==> src/ctrl_link_pkg.sv <==
// control link package with frame constants, widths and the checksum rule
package ctrl_link_pkg;

	// ------------------------------
	// widths
	// ------------------------------
	localparam int BYTE_W = 8;

	// default width of the bit-period counter and of tbit_period
	localparam int PERIOD_W = 20;

	// ------------------------------
	// frame layout
	// ------------------------------
	// sync, address, data, checksum
	localparam int FRAME_BYTES = 4;

	localparam logic [BYTE_W-1:0] SYNC_BYTE = 8'hA5;

	// checksum covers the sync byte too
	function automatic logic [BYTE_W-1:0] frame_csum(
		input logic [BYTE_W-1:0] addr,
		input logic [BYTE_W-1:0] data
	);
		return SYNC_BYTE ^ addr ^ data;
	endfunction

endpackage

==> src/sim_ctrl_phy.sv <==
// bit-level transmitter sending start, 8 data bits MSB first and two stop bits
`timescale 1ns/1ps

module sim_ctrl_phy #(
	parameter int period_w = ctrl_link_pkg::PERIOD_W
) (
	input  logic                             fire_tx,
	input  logic [ctrl_link_pkg::BYTE_W-1:0] data_tx,
	input  logic [period_w-1:0]              tbit_period,
	output logic                             done_tx,
	output logic                             tx_ctrl,
	input  logic                             clk_sys,
	input  logic                             rst_n
);

	// states in line order so a bit step is a plain increment
	typedef enum logic [3:0] {
		S_IDLE  = 4'h0,
		S_START = 4'h1,
		S_S7    = 4'h2,
		S_S6    = 4'h3,
		S_S5    = 4'h4,
		S_S4    = 4'h5,
		S_S3    = 4'h6,
		S_S2    = 4'h7,
		S_S1    = 4'h8,
		S_S0    = 4'h9,
		S_STOP  = 4'ha,
		S_STOP2 = 4'hb,
		S_DONE  = 4'hc
	} tx_state_t;

	tx_state_t st_tx_phy;
	logic [ctrl_link_pkg::BYTE_W-1:0] data_q;
	logic [period_w-1:0] cnt_cycle;
	logic send_bit;
	logic finish_bit;

	// byte held for the whole character
	always_ff @(posedge clk_sys) begin
		if (fire_tx && st_tx_phy == S_IDLE)
			data_q <= data_tx;
	end

	// ------------------------------
	// main FSM
	// ------------------------------
	always_ff @(posedge clk_sys or negedge rst_n) begin
		if (!rst_n) begin
			st_tx_phy <= S_IDLE;
		end else begin
			case (st_tx_phy)
				S_IDLE: if (fire_tx) st_tx_phy <= S_START;
				S_STOP2: if (finish_bit) st_tx_phy <= S_DONE;
				S_DONE: st_tx_phy <= S_IDLE;
				default: if (finish_bit) st_tx_phy <= tx_state_t'(st_tx_phy + 4'd1);
			endcase
		end
	end

	assign send_bit = (st_tx_phy != S_IDLE) && (st_tx_phy != S_DONE);

	// ------------------------------
	// bit period counter
	// ------------------------------
	assign finish_bit = send_bit && (cnt_cycle == tbit_period - period_w'(1));

	always_ff @(posedge clk_sys or negedge rst_n) begin
		if (!rst_n)
			cnt_cycle <= '0;
		else if (send_bit && !finish_bit)
			cnt_cycle <= cnt_cycle + period_w'(1);
		else
			cnt_cycle <= '0;
	end

	// ------------------------------
	// outputs
	// ------------------------------
	assign done_tx = (st_tx_phy == S_DONE);

	// line idles high, stop bits high as well
	always_comb begin
		case (st_tx_phy)
			S_START: tx_ctrl = 1'b0;
			S_S7:    tx_ctrl = data_q[7];
			S_S6:    tx_ctrl = data_q[6];
			S_S5:    tx_ctrl = data_q[5];
			S_S4:    tx_ctrl = data_q[4];
			S_S3:    tx_ctrl = data_q[3];
			S_S2:    tx_ctrl = data_q[2];
			S_S1:    tx_ctrl = data_q[1];
			S_S0:    tx_ctrl = data_q[0];
			default: tx_ctrl = 1'b1;
		endcase
	end

endmodule

==> src/sim_ctrl_rx_phy.sv <==
// bit-level receiver sampling each bit at its centre and checking both stop bits
`timescale 1ns/1ps

module sim_ctrl_rx_phy #(
	parameter int period_w = ctrl_link_pkg::PERIOD_W
) (
	input  logic                             rx_ctrl,
	input  logic [period_w-1:0]              tbit_period,
	output logic                             byte_valid,
	output logic [ctrl_link_pkg::BYTE_W-1:0] byte_data,
	output logic                             stop_err,
	input  logic                             clk_sys,
	input  logic                             rst_n
);

	typedef enum logic [2:0] {
		R_IDLE,
		R_START,
		R_DATA,
		R_STOP,
		R_STOP2
	} rx_state_t;

	rx_state_t st_rx_phy;
	logic rx_s1;
	logic rx_s2;
	logic rx_s3;
	logic fall;
	logic [period_w-1:0] cnt_cycle;
	logic [period_w-1:0] limit;
	logic bit_end;
	logic [2:0] bit_cnt;
	logic stop1_ok;
	logic [ctrl_link_pkg::BYTE_W-1:0] shift_q;

	// ------------------------------
	// line synchronizer
	// ------------------------------
	// reset to the idle level so no false edge after reset
	always_ff @(posedge clk_sys or negedge rst_n) begin
		if (!rst_n) begin
			rx_s1 <= 1'b1;
			rx_s2 <= 1'b1;
			rx_s3 <= 1'b1;
		end else begin
			rx_s1 <= rx_ctrl;
			rx_s2 <= rx_s1;
			rx_s3 <= rx_s2;
		end
	end

	assign fall = rx_s3 & ~rx_s2;

	// half a period to reach mid start bit, then full periods
	assign limit = (st_rx_phy == R_START) ? (tbit_period >> 1) - period_w'(1)
	                                      : tbit_period - period_w'(1);
	assign bit_end = (st_rx_phy != R_IDLE) && (cnt_cycle == limit);

	always_ff @(posedge clk_sys or negedge rst_n) begin
		if (!rst_n)
			cnt_cycle <= '0;
		else if (st_rx_phy == R_IDLE || bit_end)
			cnt_cycle <= '0;
		else
			cnt_cycle <= cnt_cycle + period_w'(1);
	end

	// ------------------------------
	// receive FSM
	// ------------------------------
	always_ff @(posedge clk_sys or negedge rst_n) begin
		if (!rst_n) begin
			st_rx_phy  <= R_IDLE;
			bit_cnt    <= '0;
			stop1_ok   <= 1'b0;
			byte_valid <= 1'b0;
			stop_err   <= 1'b0;
		end else begin
			byte_valid <= 1'b0;
			stop_err   <= 1'b0;
			case (st_rx_phy)
				R_IDLE: if (fall) st_rx_phy <= R_START;
				R_START: begin
					bit_cnt <= '0;
					// line back high at mid start bit is a false start
					if (bit_end)
						st_rx_phy <= rx_s2 ? R_IDLE : R_DATA;
				end
				R_DATA: begin
					if (bit_end) begin
						bit_cnt <= bit_cnt + 3'd1;
						if (bit_cnt == 3'd7)
							st_rx_phy <= R_STOP;
					end
				end
				R_STOP: begin
					if (bit_end) begin
						stop1_ok  <= rx_s2;
						st_rx_phy <= R_STOP2;
					end
				end
				R_STOP2: begin
					if (bit_end) begin
						byte_valid <= stop1_ok & rx_s2;
						stop_err   <= ~(stop1_ok & rx_s2);
						st_rx_phy  <= R_IDLE;
					end
				end
				default: st_rx_phy <= R_IDLE;
			endcase
		end
	end

	// MSB arrives first and ends up on top
	always_ff @(posedge clk_sys) begin
		if (st_rx_phy == R_DATA && bit_end)
			shift_q <= {shift_q[ctrl_link_pkg::BYTE_W-2:0], rx_s2};
	end

	assign byte_data = shift_q;

endmodule

==> src/ctrl_frame_tx.sv <==
// frame sender feeding sync, address, data and checksum bytes into the transmitter
`timescale 1ns/1ps

module ctrl_frame_tx (
	input  logic                             send,
	input  logic [ctrl_link_pkg::BYTE_W-1:0] addr,
	input  logic [ctrl_link_pkg::BYTE_W-1:0] data,
	input  logic                             done_tx,
	output logic                             fire_tx,
	output logic [ctrl_link_pkg::BYTE_W-1:0] data_tx,
	output logic                             tx_busy,
	output logic                             frame_done,
	input  logic                             clk_sys,
	input  logic                             rst_n
);

	localparam int IDX_W = $clog2(ctrl_link_pkg::FRAME_BYTES);
	localparam logic [IDX_W-1:0] LAST_IDX = IDX_W'(ctrl_link_pkg::FRAME_BYTES - 1);

	logic busy_q;
	logic [IDX_W-1:0] idx;
	logic [ctrl_link_pkg::BYTE_W-1:0] addr_q;
	logic [ctrl_link_pkg::BYTE_W-1:0] data_q;
	logic [ctrl_link_pkg::BYTE_W-1:0] csum_q;
	logic accept;
	logic last_done;

	assign accept    = send & ~tx_busy;
	assign last_done = busy_q & done_tx & (idx == LAST_IDX);

	// busy drops in the frame_done cycle
	assign frame_done = last_done;
	assign tx_busy    = busy_q & ~last_done;

	// ------------------------------
	// byte sequencer
	// ------------------------------
	always_ff @(posedge clk_sys or negedge rst_n) begin
		if (!rst_n) begin
			busy_q  <= 1'b0;
			idx     <= '0;
			fire_tx <= 1'b0;
		end else if (accept) begin
			busy_q  <= 1'b1;
			idx     <= '0;
			fire_tx <= 1'b1;
		end else if (busy_q && done_tx) begin
			if (idx == LAST_IDX) begin
				busy_q  <= 1'b0;
				fire_tx <= 1'b0;
			end else begin
				idx     <= idx + IDX_W'(1);
				fire_tx <= 1'b1;
			end
		end else begin
			fire_tx <= 1'b0;
		end
	end

	// frame contents captured once per frame
	always_ff @(posedge clk_sys) begin
		if (accept) begin
			addr_q <= addr;
			data_q <= data;
			csum_q <= ctrl_link_pkg::frame_csum(addr, data);
		end
	end

	always_comb begin
		case (idx)
			IDX_W'(0): data_tx = ctrl_link_pkg::SYNC_BYTE;
			IDX_W'(1): data_tx = addr_q;
			IDX_W'(2): data_tx = data_q;
			default:   data_tx = csum_q;
		endcase
	end

endmodule

==> src/ctrl_frame_rx.sv <==
// frame parser hunting for sync, collecting address and data, and checking the checksum
`timescale 1ns/1ps

module ctrl_frame_rx (
	input  logic                             byte_valid,
	input  logic [ctrl_link_pkg::BYTE_W-1:0] byte_data,
	input  logic                             stop_err,
	output logic                             frame_valid,
	output logic                             frame_err,
	output logic [ctrl_link_pkg::BYTE_W-1:0] rx_addr,
	output logic [ctrl_link_pkg::BYTE_W-1:0] rx_data,
	input  logic                             clk_sys,
	input  logic                             rst_n
);

	localparam int IDX_W = $clog2(ctrl_link_pkg::FRAME_BYTES);
	localparam logic [IDX_W-1:0] IDX_SYNC = IDX_W'(0);
	localparam logic [IDX_W-1:0] IDX_ADDR = IDX_W'(1);
	localparam logic [IDX_W-1:0] IDX_DATA = IDX_W'(2);
	localparam logic [IDX_W-1:0] LAST_IDX = IDX_W'(ctrl_link_pkg::FRAME_BYTES - 1);

	// index of the byte expected next, zero while hunting
	logic [IDX_W-1:0] idx;
	logic [ctrl_link_pkg::BYTE_W-1:0] addr_q;
	logic [ctrl_link_pkg::BYTE_W-1:0] data_q;
	logic csum_ok;

	assign csum_ok = (byte_data == ctrl_link_pkg::frame_csum(addr_q, data_q));

	// ------------------------------
	// parser state
	// ------------------------------
	always_ff @(posedge clk_sys or negedge rst_n) begin
		if (!rst_n) begin
			idx         <= IDX_SYNC;
			frame_valid <= 1'b0;
			frame_err   <= 1'b0;
			rx_addr     <= '0;
			rx_data     <= '0;
		end else begin
			frame_valid <= 1'b0;
			frame_err   <= 1'b0;
			if (stop_err) begin
				// broken character kills the frame in progress
				frame_err <= 1'b1;
				idx       <= IDX_SYNC;
			end else if (byte_valid) begin
				if (idx == IDX_SYNC) begin
					// anything but sync is dropped
					if (byte_data == ctrl_link_pkg::SYNC_BYTE)
						idx <= IDX_ADDR;
				end else if (idx == LAST_IDX) begin
					idx <= IDX_SYNC;
					if (csum_ok) begin
						frame_valid <= 1'b1;
						rx_addr     <= addr_q;
						rx_data     <= data_q;
					end else begin
						frame_err <= 1'b1;
					end
				end else begin
					idx <= idx + IDX_W'(1);
				end
			end
		end
	end

	// ------------------------------
	// frame payload
	// ------------------------------
	always_ff @(posedge clk_sys) begin
		if (byte_valid && idx == IDX_ADDR)
			addr_q <= byte_data;
		if (byte_valid && idx == IDX_DATA)
			data_q <= byte_data;
	end

endmodule

==> src/ctrl_link_top.sv <==
// control link top with the frame sender and transmitter, receiver and frame parser
`timescale 1ns/1ps

module ctrl_link_top #(
	parameter int period_w = ctrl_link_pkg::PERIOD_W
) (
	input  logic                             send,
	input  logic [ctrl_link_pkg::BYTE_W-1:0] addr,
	input  logic [ctrl_link_pkg::BYTE_W-1:0] data,
	output logic                             tx_busy,
	output logic                             frame_done,
	output logic                             frame_valid,
	output logic [ctrl_link_pkg::BYTE_W-1:0] rx_addr,
	output logic [ctrl_link_pkg::BYTE_W-1:0] rx_data,
	output logic                             frame_err,
	output logic                             tx_line,
	input  logic                             rx_line,
	input  logic [period_w-1:0]              tbit_period,
	input  logic                             clk_sys,
	input  logic                             rst_n
);

	logic fire_tx;
	logic [ctrl_link_pkg::BYTE_W-1:0] data_tx;
	logic done_tx;
	logic byte_valid;
	logic [ctrl_link_pkg::BYTE_W-1:0] byte_data;
	logic stop_err;

	// ------------------------------
	// transmit path
	// ------------------------------
	ctrl_frame_tx u_frame_tx (
		.send       (send),
		.addr       (addr),
		.data       (data),
		.done_tx    (done_tx),
		.fire_tx    (fire_tx),
		.data_tx    (data_tx),
		.tx_busy    (tx_busy),
		.frame_done (frame_done),
		.clk_sys    (clk_sys),
		.rst_n      (rst_n)
	);

	sim_ctrl_phy #(.period_w(period_w)) u_tx_phy (
		.fire_tx     (fire_tx),
		.data_tx     (data_tx),
		.tbit_period (tbit_period),
		.done_tx     (done_tx),
		.tx_ctrl     (tx_line),
		.clk_sys     (clk_sys),
		.rst_n       (rst_n)
	);

	// ------------------------------
	// receive path
	// ------------------------------
	sim_ctrl_rx_phy #(.period_w(period_w)) u_rx_phy (
		.rx_ctrl     (rx_line),
		.tbit_period (tbit_period),
		.byte_valid  (byte_valid),
		.byte_data   (byte_data),
		.stop_err    (stop_err),
		.clk_sys     (clk_sys),
		.rst_n       (rst_n)
	);

	ctrl_frame_rx u_frame_rx (
		.byte_valid  (byte_valid),
		.byte_data   (byte_data),
		.stop_err    (stop_err),
		.frame_valid (frame_valid),
		.frame_err   (frame_err),
		.rx_addr     (rx_addr),
		.rx_data     (rx_data),
		.clk_sys     (clk_sys),
		.rst_n       (rst_n)
	);

endmodule

==> config.mk <==
export PLATFORM = sky130hd
export DESIGN_NAME = ctrl_link_top
export DESIGN_NICKNAME = d
export VERILOG_FILES = /design/src/ctrl_link_pkg.sv /design/src/sim_ctrl_phy.sv /design/src/sim_ctrl_rx_phy.sv /design/src/ctrl_frame_tx.sv /design/src/ctrl_frame_rx.sv /design/src/ctrl_link_top.sv
export SDC_FILE = /design/constraint.sdc
export NUM_CORES = 1
export LEC_CHECK = 0
export ABC_AREA = 1
export CAP_MARGIN = 10
export CELL_PAD_IN_SITES_DETAIL_PLACEMENT = 1
export CELL_PAD_IN_SITES_GLOBAL_PLACEMENT = 1
export CORE_MARGIN = 2
export CORE_UTILIZATION = 43
export DETAILED_ROUTE_END_ITERATION = 12
export DONT_BUFFER_PORTS = 1
export HOLD_SLACK_MARGIN = 0.08
export PLACE_DENSITY = 0.87
export SLEW_MARGIN = 20
export SYNTH_ARGS = -nofsm -noshare
export SYNTH_HDL_FRONTEND = slang
export SYNTH_HIERARCHICAL = 1
export SYNTH_SLANG_ARGS = --single-unit
==> constraint.sdc <==
create_clock -name clk_sys -period 2.6 [get_ports clk_sys]
set_input_delay 0.52 -clock clk_sys [delete_from_list [all_inputs] [get_ports clk_sys]]
set_output_delay 0.52 -clock clk_sys [all_outputs]
set_load 0.02 [all_outputs]
==> summary.md, run 1 <==
| Metric | Value |
|---|---|
| Outcome | finished with violations |
| Failing checks | setup timing |
| Crit path from | u_rx_phy/st_rx_phy[2] |
| Crit-path max FO | 8 |
| Seq pwr share | approximately 28% |
| Clk pwr share | between 20% and 30% |
| Initial antenna violation count | 0 |
| Max-slew violations | 0 |
| Final Hold Viols | 0 |
| Netlist cell types | 44 |
| Placed cells | about 1.5k |
| Drt drc | 0 |
| CTS tree | done |
| Worst Reg2Reg Path Length in Cells | 16 |
| Share of layout cells above drive strength 1 | around a fifth |
| Avg Cell Area, Syn | approximately 7.5 sq um |
| Least-Margin Pin Slew | 0.620 ns |
| Pwr Density | around 830 nW/um^2 |
| Critical Path RT | around 2.7 ns |
| Hold Crit Start | addr[3] |
| Total track usage | around 25% |
| R2R Path End | u_rx_phy/byte_data[5] |
| Clk Latency, worst-skew pair | 0.43 ns |
| Largest net degree at the start of global routing | 81 |
| Top FF cell, synth | dfrtp_1 |
| Worst Hold End | u_frame_tx/addr_q[3] |
| Number of inserted diodes | 0 |
| Number of synthesized flops with an enable pin | 56 |
| Num ports | just over 60 |
| DP HPWL | 18,000 um |
| Non-Filler Instances | between 1.5k and 2k |
| Ys async rst share | 58.8% |
| Worst R2R Setup Slack | -0.40 ns |
| Drt initial violations | roughly 500 |
| Post-Synthesis Cells | between 1k and 1.5k |
| Clock Skews | roughly 0.0093 ns |
| Final worst-path cycle share | 115% |
| Num CTS Buffers | 17 |
| Max IR drop VDD | 0.000632 V |
| Sink Count | about 140 |
| DRT antenna net count | 0 |
| Fmax | between 300 and 400 MHz |
| Wirelength per Cell | 17.9 um |
| Final TNS setup | -12.02 ns |
| Arrival @ worst endpoint | 3.14 ns |
| Die area | 22,000 sq um |
| Max-slew headroom | approximately 60% |
| Pre-CTS WS | -0.159 ns |
| Setup-failing EPs final | 37 |
| DRT Pass-1 Iters | 5 |
| Vias per cell | about 5.3 |
| Worst hold stages | 0 |
| Final net count | 1,320 |
| HP Class | primary input to register |
| Worst r2r src | u_rx_phy/st_rx_phy[2] |
| Clock transition at path regs | roughly 0.07 ns |
| Vias | about 8.2k |
| Synth Register Bits | 136 |
| # Max-Cap Violations | 0 |
| CTS H-tree lvls | 4 |
| Starting density of the core | a little over two fifths |
| RSZ-0062 raised after global routing | true |
| Crit path time final | between 3 and 4 ns |
| Mapped Area | around 9000 sq um |
| Final WL | roughly 28,000 um |
| Port bufs | 0 |
| CTS root buf | clkbuf_16 |
| NetSw | about 3700 uW |
| Final GP Congestion | slightly below 0.9 |
| Worst Setup End Kind | register |
| Die extent in x | about 150 um |
| YS warnings | 6 |
| Area grow syn2layout | 19.6% |
| CORE AREA | slightly above 20,000 sq um |
| Startpoint Class | register |
| Pint | between 5000 and 6000 uW |
| Final critical-path setup slack | -0.403 ns |
| Clock buffer depth | 2 |
| Vias in the first global route | 8,690 |
| Comb pwr share | 43.3% |
| Die Height | between 100 and 150 um |
| Leak | approximately 0.0050 uW |
| Setup Crit Path Kind | register to register |
| # rows | 52 |
| Gr ovfl total | 0 |
| Total power | just under 9000 uW |
| Post-synthesis net count | 1,251 |
| Sw frac | a little over two fifths |
| Sequential fraction of the synthesis area | 41.2% |
| First-pass GRT wire length | ~44,000 um |
[cells in the mapped netlist, types with 3 or more instances]
cell	count	share of area, %
o21ai_0	11	0.61
ha_1	18	2.5
o21ai_1	10	0.56
buf_2	5	0.28
nand3b_1	10	0.84
buf_6	7	0.88
xor2_1	27	2.6
dfstp_2	3	0.88
nand2_2	21	1.5
inv_1	141	5.9
nor3_1	22	1.2
nor2_8	4	0.89
nand3_4	3	0.59
a21oi_1	20	1.1
nor4_1	5	0.35
inv_2	12	0.50
nor2_1	105	4.4
nor3b_1	7	0.59
nor3_2	4	0.45
clkbuf_1	3	0.13
edfxtp_1	56	19
nand3_1	108	6.0
nand2_1	402	17
nor2_2	19	1.3
nor2_4	15	1.9
nand2_4	6	0.75
o21bai_1	3	0.25
nand4_1	30	2.1
nand3_2	7	0.78
xnor2_1	12	1.2
dfrtp_1	77	22
buf_4	6	0.50
[per-layer routing]
layer / global-route usage [%] / up-vias / routed length, um
met1: 30.1 / 4026 / 11500
met5: 0 / - / 0
li1: - / 3928 / -
met3: 3.87 / 68 / 1050
met4: 9.81 / 0 / 966
met2: 44.8 / 224 / 14200
[metrics by stage]
stage               area [sq um]  hold WS (ns)  utilization, %
floorplan                   8960         0.224               -
global route               10700         0.163            52.6
CTS                        10500         0.170            51.7
global placement            9540         0.226            46.8
finish                     10700         0.181            52.6
detailed placement          9540         0.226            46.8
[cell type report]
type,count,area [sq um]
clock buffer,19,475
inverter,154,588
timing repair buffer,72,686
clock inverter,13,134
tap,270,338
sequential,136,3690
multi-input combinational,881,4800
fill,2514,9650
[power groups by stage]
stage	clock network, uW	registers (uW)	logic (uW)
6_report	2530	2530	3870
5_1_grt	2670	2550	4180
4_1_cts	2580	2520	3570
3_5_place_dp	0	2570	3100
3_3_place_gp	0	2560	2990
2_1_floorplan	0	2520	2200
[timing repair]
action,4_1_cts,5_1_grt
setup buffers,13,6
hold buffers,3,0
hold endpoints to repair,81,0
endpoints found under the setup margin,38,39
cloned,2,0
pin swaps,20,19
gates resized for setup,49,33
[sequential cells by signal, summed over array words and instances (netlist names), 8 cells and up]
| register | count |
|---|---|
| u_tx_phy/cnt_cycle | 20 |
| u_frame_tx/csum_q | 8 |
| u_rx_phy/byte_data | 8 |
| u_frame_rx/rx_addr | 8 |
| u_frame_rx/addr_q | 8 |
| u_frame_rx/data_q | 8 |
| u_rx_phy/cnt_cycle | 20 |
| u_frame_tx/addr_q | 8 |
| u_frame_rx/rx_data | 8 |
| u_tx_phy/data_q | 8 |
| u_frame_tx/data_q | 8 |
[cell usage in the layout, fill, tap and decap left out, types with 15 or more instances in the layout]
cell type  count
buf_4         56
nor2_1        94
clkbuf_16     19
nor2_2        23
nor3_1        15
a21oi_1       20
nand4_1       30
nand3_1       99
nand2_2       36
dfrtp_1       75
ha_1          16
nand2_1      385
xor2_1        27
nor2_4        22
edfxtp_1      56
inv_1        140
[critical path, cell delays in order (launching register included)]
cell and delay [ns]:
dfrtp_1 0.40, buf_6 0.13, nor2_4 0.21, buf_16 0.15, nand3_1 0.07, nand2_1 0.15, nand2_1 0.11, nor2_4 0.18
buf_4 0.15, nand3_2 0.09, nor2_2 0.13, xor2_1 0.22, nand2_1 0.14, nor2_4 0.18, buf_4 0.17, nand3_4 0.11
inv_6 0.13
[kinds of logic (layout without fill, tap and decap cells)]
logic type               after synthesis  after routing  synth area share (%)
AO/OA/AOI/OAI                         51             51                  3.16
XOR/XNOR                              39             39                  3.81
adder cells (fa/ha/maj)               18             18                  2.51
buffers and inverters                176            258                  8.46
flip-flops                           136            136                  41.2
AND/OR/NAND/NOR                      773            773                  40.9
[worst max path at each step]
stage / endpoint
2_1_floorplan: u_rx_phy/byte_data[0]
3_3_place_gp: u_rx_phy/st_rx_phy[1]
3_5_place_dp: u_rx_phy/byte_data[4]
4_1_cts: u_rx_phy/byte_data[0]
5_1_grt: u_rx_phy/byte_data[0]
6_report: u_rx_phy/byte_data[5]
No activity file was read; power rests on OpenSTA's default activity.
==> inputs of run 2 (changes only) <==
--- a/config.mk
+++ b/config.mk
@@ -7,4 +7,5 @@
 export LEC_CHECK = 0
 export ABC_AREA = 1
+export ABC_CLOCK_PERIOD_IN_PS = 2600
 export CAP_MARGIN = 10
 export CELL_PAD_IN_SITES_DETAIL_PLACEMENT = 1
==> constraint.sdc (replaced) <==
create_clock -name clk_sys -period 2.6 [get_ports clk_sys]
set_input_delay 0.13 -clock clk_sys [delete_from_list [all_inputs] [get_ports clk_sys]]
set_output_delay 0.13 -clock clk_sys [all_outputs]
set_load 0.02 [all_outputs]
==> run 2 against run 1 <==
The flow still finishes with violations (setup timing). Utilization decreased by 0.34 points. Total power fell by 3.6%. Routed wire length down 4.0%. Maximum frequency is 6.1% higher. Register-to-register slack improved by 0.17 ns. Clock power is 4% lower. Sequential power about the same. Clock skew rose by 0.0034 ns. Final cell count is 0.39% lower. Non-clock buffer count fell by 6. Setup slack better by 0.17 ns. Hold slack improved by 0.066 ns.
==> summary.md, run 2 (synthesis gave the netlist of run 1 again) <==
| Metric | Value |
|---|---|
| Crit-path slowest cell | dfrtp_1 |
| Vias per cell | 5.31 |
| HP Class | primary input to asynchronous set/reset pin |
| Sw frac | about 41% |
| Worst r2r src | u_rx_phy/st_rx_phy[2] |
| DP Area | 9430 sq um |
| CTS root buf | clkbuf_16 |
| Gr ovfl total | 0 |
| Area grow syn2layout | 18.8% |
| CTS tree | done |
| R2R Path End | u_rx_phy/cnt_cycle[17] |
| Clk pwr share | between 20 and 30% |
| Max stage delay on crit path | about 0.4 ns |
| Regs by FF count | u_rx_phy/cnt_cycle: 20 flops, u_tx_phy/cnt_cycle: 20 flops |
| Final net count | about 1.3k |
| Clk Latency, worst-skew pair | approximately 0.43 ns |
| Fmax | around 350 MHz |
| Crit path time final | between 2 and 3 ns |
| Failing checks | setup timing |
| Clock transition at path regs | about 0.07 ns |
| Setup-failing EPs final | 37 |
| Least-Margin Pin Slew | 0.658 ns |
| Final Cell Area | 10,600 sq um |
| Final Hold Viols | 0 |
| Crit-path max FO | 6 |
| Share of layout cells above drive strength 1 | approximately 17% |
| Die Height | ~150 um |
| Die area | between 20,000 and 25,000 sq um |
| Vias in the first global route | just under 9k |
| Pwr Density | 808 nW/um^2 |
| Num ports | 61 |
| Comb pwr share | about 42% |
| Final GP Congestion | slightly below 0.9 |
| Max IR drop VDD | 0.000590 V |
| Final WL | roughly 27,000 um |
| Final TNS setup | -6.13 ns |
| Max-slew headroom | 55.9% |
| Clock Skews | approximately 0.013 ns |
| Final critical-path setup slack | -0.230 ns |
| Initial antenna violation count | 0 |
| Clock buffer depth | 2 |
| Num CTS Buffers | 17 |
| CORE AREA | 20,400 sq um |
| Arrival @ worst endpoint | roughly 3.2 ns |
| Seq pwr share | between 20% and 30% |
| Worst Setup End Kind | register |
| Total track usage | approximately a quarter |
| DRT Pass-1 Iters | 5 |
| DP HPWL | 17,500 um |
| CTS H-tree lvls | 4 |
| Final worst-path cycle share | 109% |
| Finished Core Util | between 50% and 60% |
| NetSw | between 3000 and 4000 uW |
| Most common cell after layout, fill and taps aside | nand2_1 |
| Startpoint Class | register |
| CP Cell Sequence | buf_6 > nor2_4 > nand3_2 > nand2_4 > ha_4 > nand3_2 > nor2_4 > buf_4 > buf_4 > nand3_1 > nand2_1 > nand2_1 > nand2_1 > nor2_1 > nand2_1 > nor2_4 > nand2_2 > nand2_4 > clkbuf_16 > nor3_2 |
| Die extent in x | ~150 um |
| Sink Count | approximately 140 |
| # Max-Cap Violations | 0 |
| Critical Path RT | 2.95 ns |
| Pint | roughly 5100 uW |
| Outcome | finished with violations |
| RSZ-0062 raised after global routing | true |
| # rows | 52 |
| Most used cell, CP | nand2_1 |
| Leak | 0.00497 uW |
| Number of inserted diodes | 0 |
| Worst R2R Setup Slack | -0.23 ns |
| Starting density of the core | between 40 and 50% |
| First-pass GRT wire length | 43,100 um |
| Drt drc | 0 |
| Most frequent cells in the layout | nand2_1 (392), inv_1 (140), nand3_1 (104), nor2_1 (99), dfrtp_1 (75) |
| Max-slew violations | 0 |
| Port bufs | 0 |
| Wirelength per Cell | 17.2 um |
| Worst Reg2Reg Path Length in Cells | 20 |
| Vias | 8,176 |
| Largest net degree at the start of global routing | 81 |
| Setup Crit Path Kind | register to register |
| DRT antenna net count | 0 |
| Drt initial violations | between 300 and 400 |
| Worst Hold Slack | about 0.25 ns |
-- run 2: cell types whose count changed in the layout (fill, tap and decap cells not counted), sizes merged --
| cell | before | now |
|---|---|---|
| buf | 70 | 45 |
| dlygate4sd3 | 2 | 19 |
| clkinv | 1 | 3 |
| clkbuf | 19 | 21 |
| inv | 166 | 163 |
| clkinvlp | 0 | 1 |
-- run 2: metal layers --
layer	routed length, um	share of wire (%)	vias up	global-route usage (%)
met5	0	0	-	0
met1	11100	42	4054	29.3
met2	13900	53	148	45.1
li1	-	-	3922	-
met3	816	3.1	52	3.68
met4	665	2.5	0	7.52
-- run 2: power by group through the flow --
stage | clock, uW | combinational, uW | sequential [uW]
after floorplan | 0 | 2200 | 2520
after global placement | 0 | 2830 | 2550
after detailed placement | 0 | 2940 | 2560
after CTS | 2480 | 3280 | 2520
after global routing | 2580 | 3960 | 2560
final | 2440 | 3620 | 2540
-- run 2: timing repair --
| action | 4_1_cts | 5_1_grt |
|---|---|---|
| setup endpoints to repair | 37 | 37 |
| gates cloned | 1 | 2 |
| resized for setup | 24 | 36 |
| pin swaps | 10 | 14 |
| buffers inserted | 11 | 0 |
| hold buffers | 20 | 0 |
| hold endpoints to repair | 110 | 0 |
-- run 2: how the worst max path moves through the flow --
stage                                      from  cells after the start                      to  slack (ns)
after floorplan           u_rx_phy/st_rx_phy[2]                     18   u_rx_phy/byte_data[0]       0.007
after global placement    u_rx_phy/st_rx_phy[2]                     19   u_rx_phy/st_rx_phy[0]       -0.05
after detailed placement  u_rx_phy/st_rx_phy[2]                     20  u_rx_phy/cnt_cycle[11]       -0.23
after CTS                 u_rx_phy/st_rx_phy[2]                     17   u_rx_phy/byte_data[2]       -0.02
after global routing      u_rx_phy/st_rx_phy[2]                     20  u_rx_phy/cnt_cycle[10]       -0.37
final                     u_rx_phy/st_rx_phy[2]                     20  u_rx_phy/cnt_cycle[17]       -0.23
-- run 2: cell type report --
class                      instances  area, sq um
clock buffer                      19          464
clock inverter                    13          123
fill                            2518         9720
inverter                         154          588
multi-input combinational        881         4750
sequential                       136         3690
tap                              270          338
timing repair buffer              66          696
-- run 2: metrics by stage --
stage / power (uW) / cells / setup WS [ns]
2_1_floorplan: 4730 / 1193 / 0.00728
3_3_place_gp: 5380 / 1473 / -0.0523
3_5_place_dp: 5500 / 1473 / -0.234
4_1_cts: 8280 / 1537 / -0.0213
5_1_grt: 9090 / 1539 / -0.372
6_report: 8600 / 1539 / -0.230
-- run 2: worst max-delay path: cells and delay by family, from the launching register on --
family | cells | cell delay (ns)
buffers and inverters | 4 | 0.58
DFF | 1 | 0.40
and+or+nand+nor | 15 | 1.60
adders and majority gates | 1 | 0.17
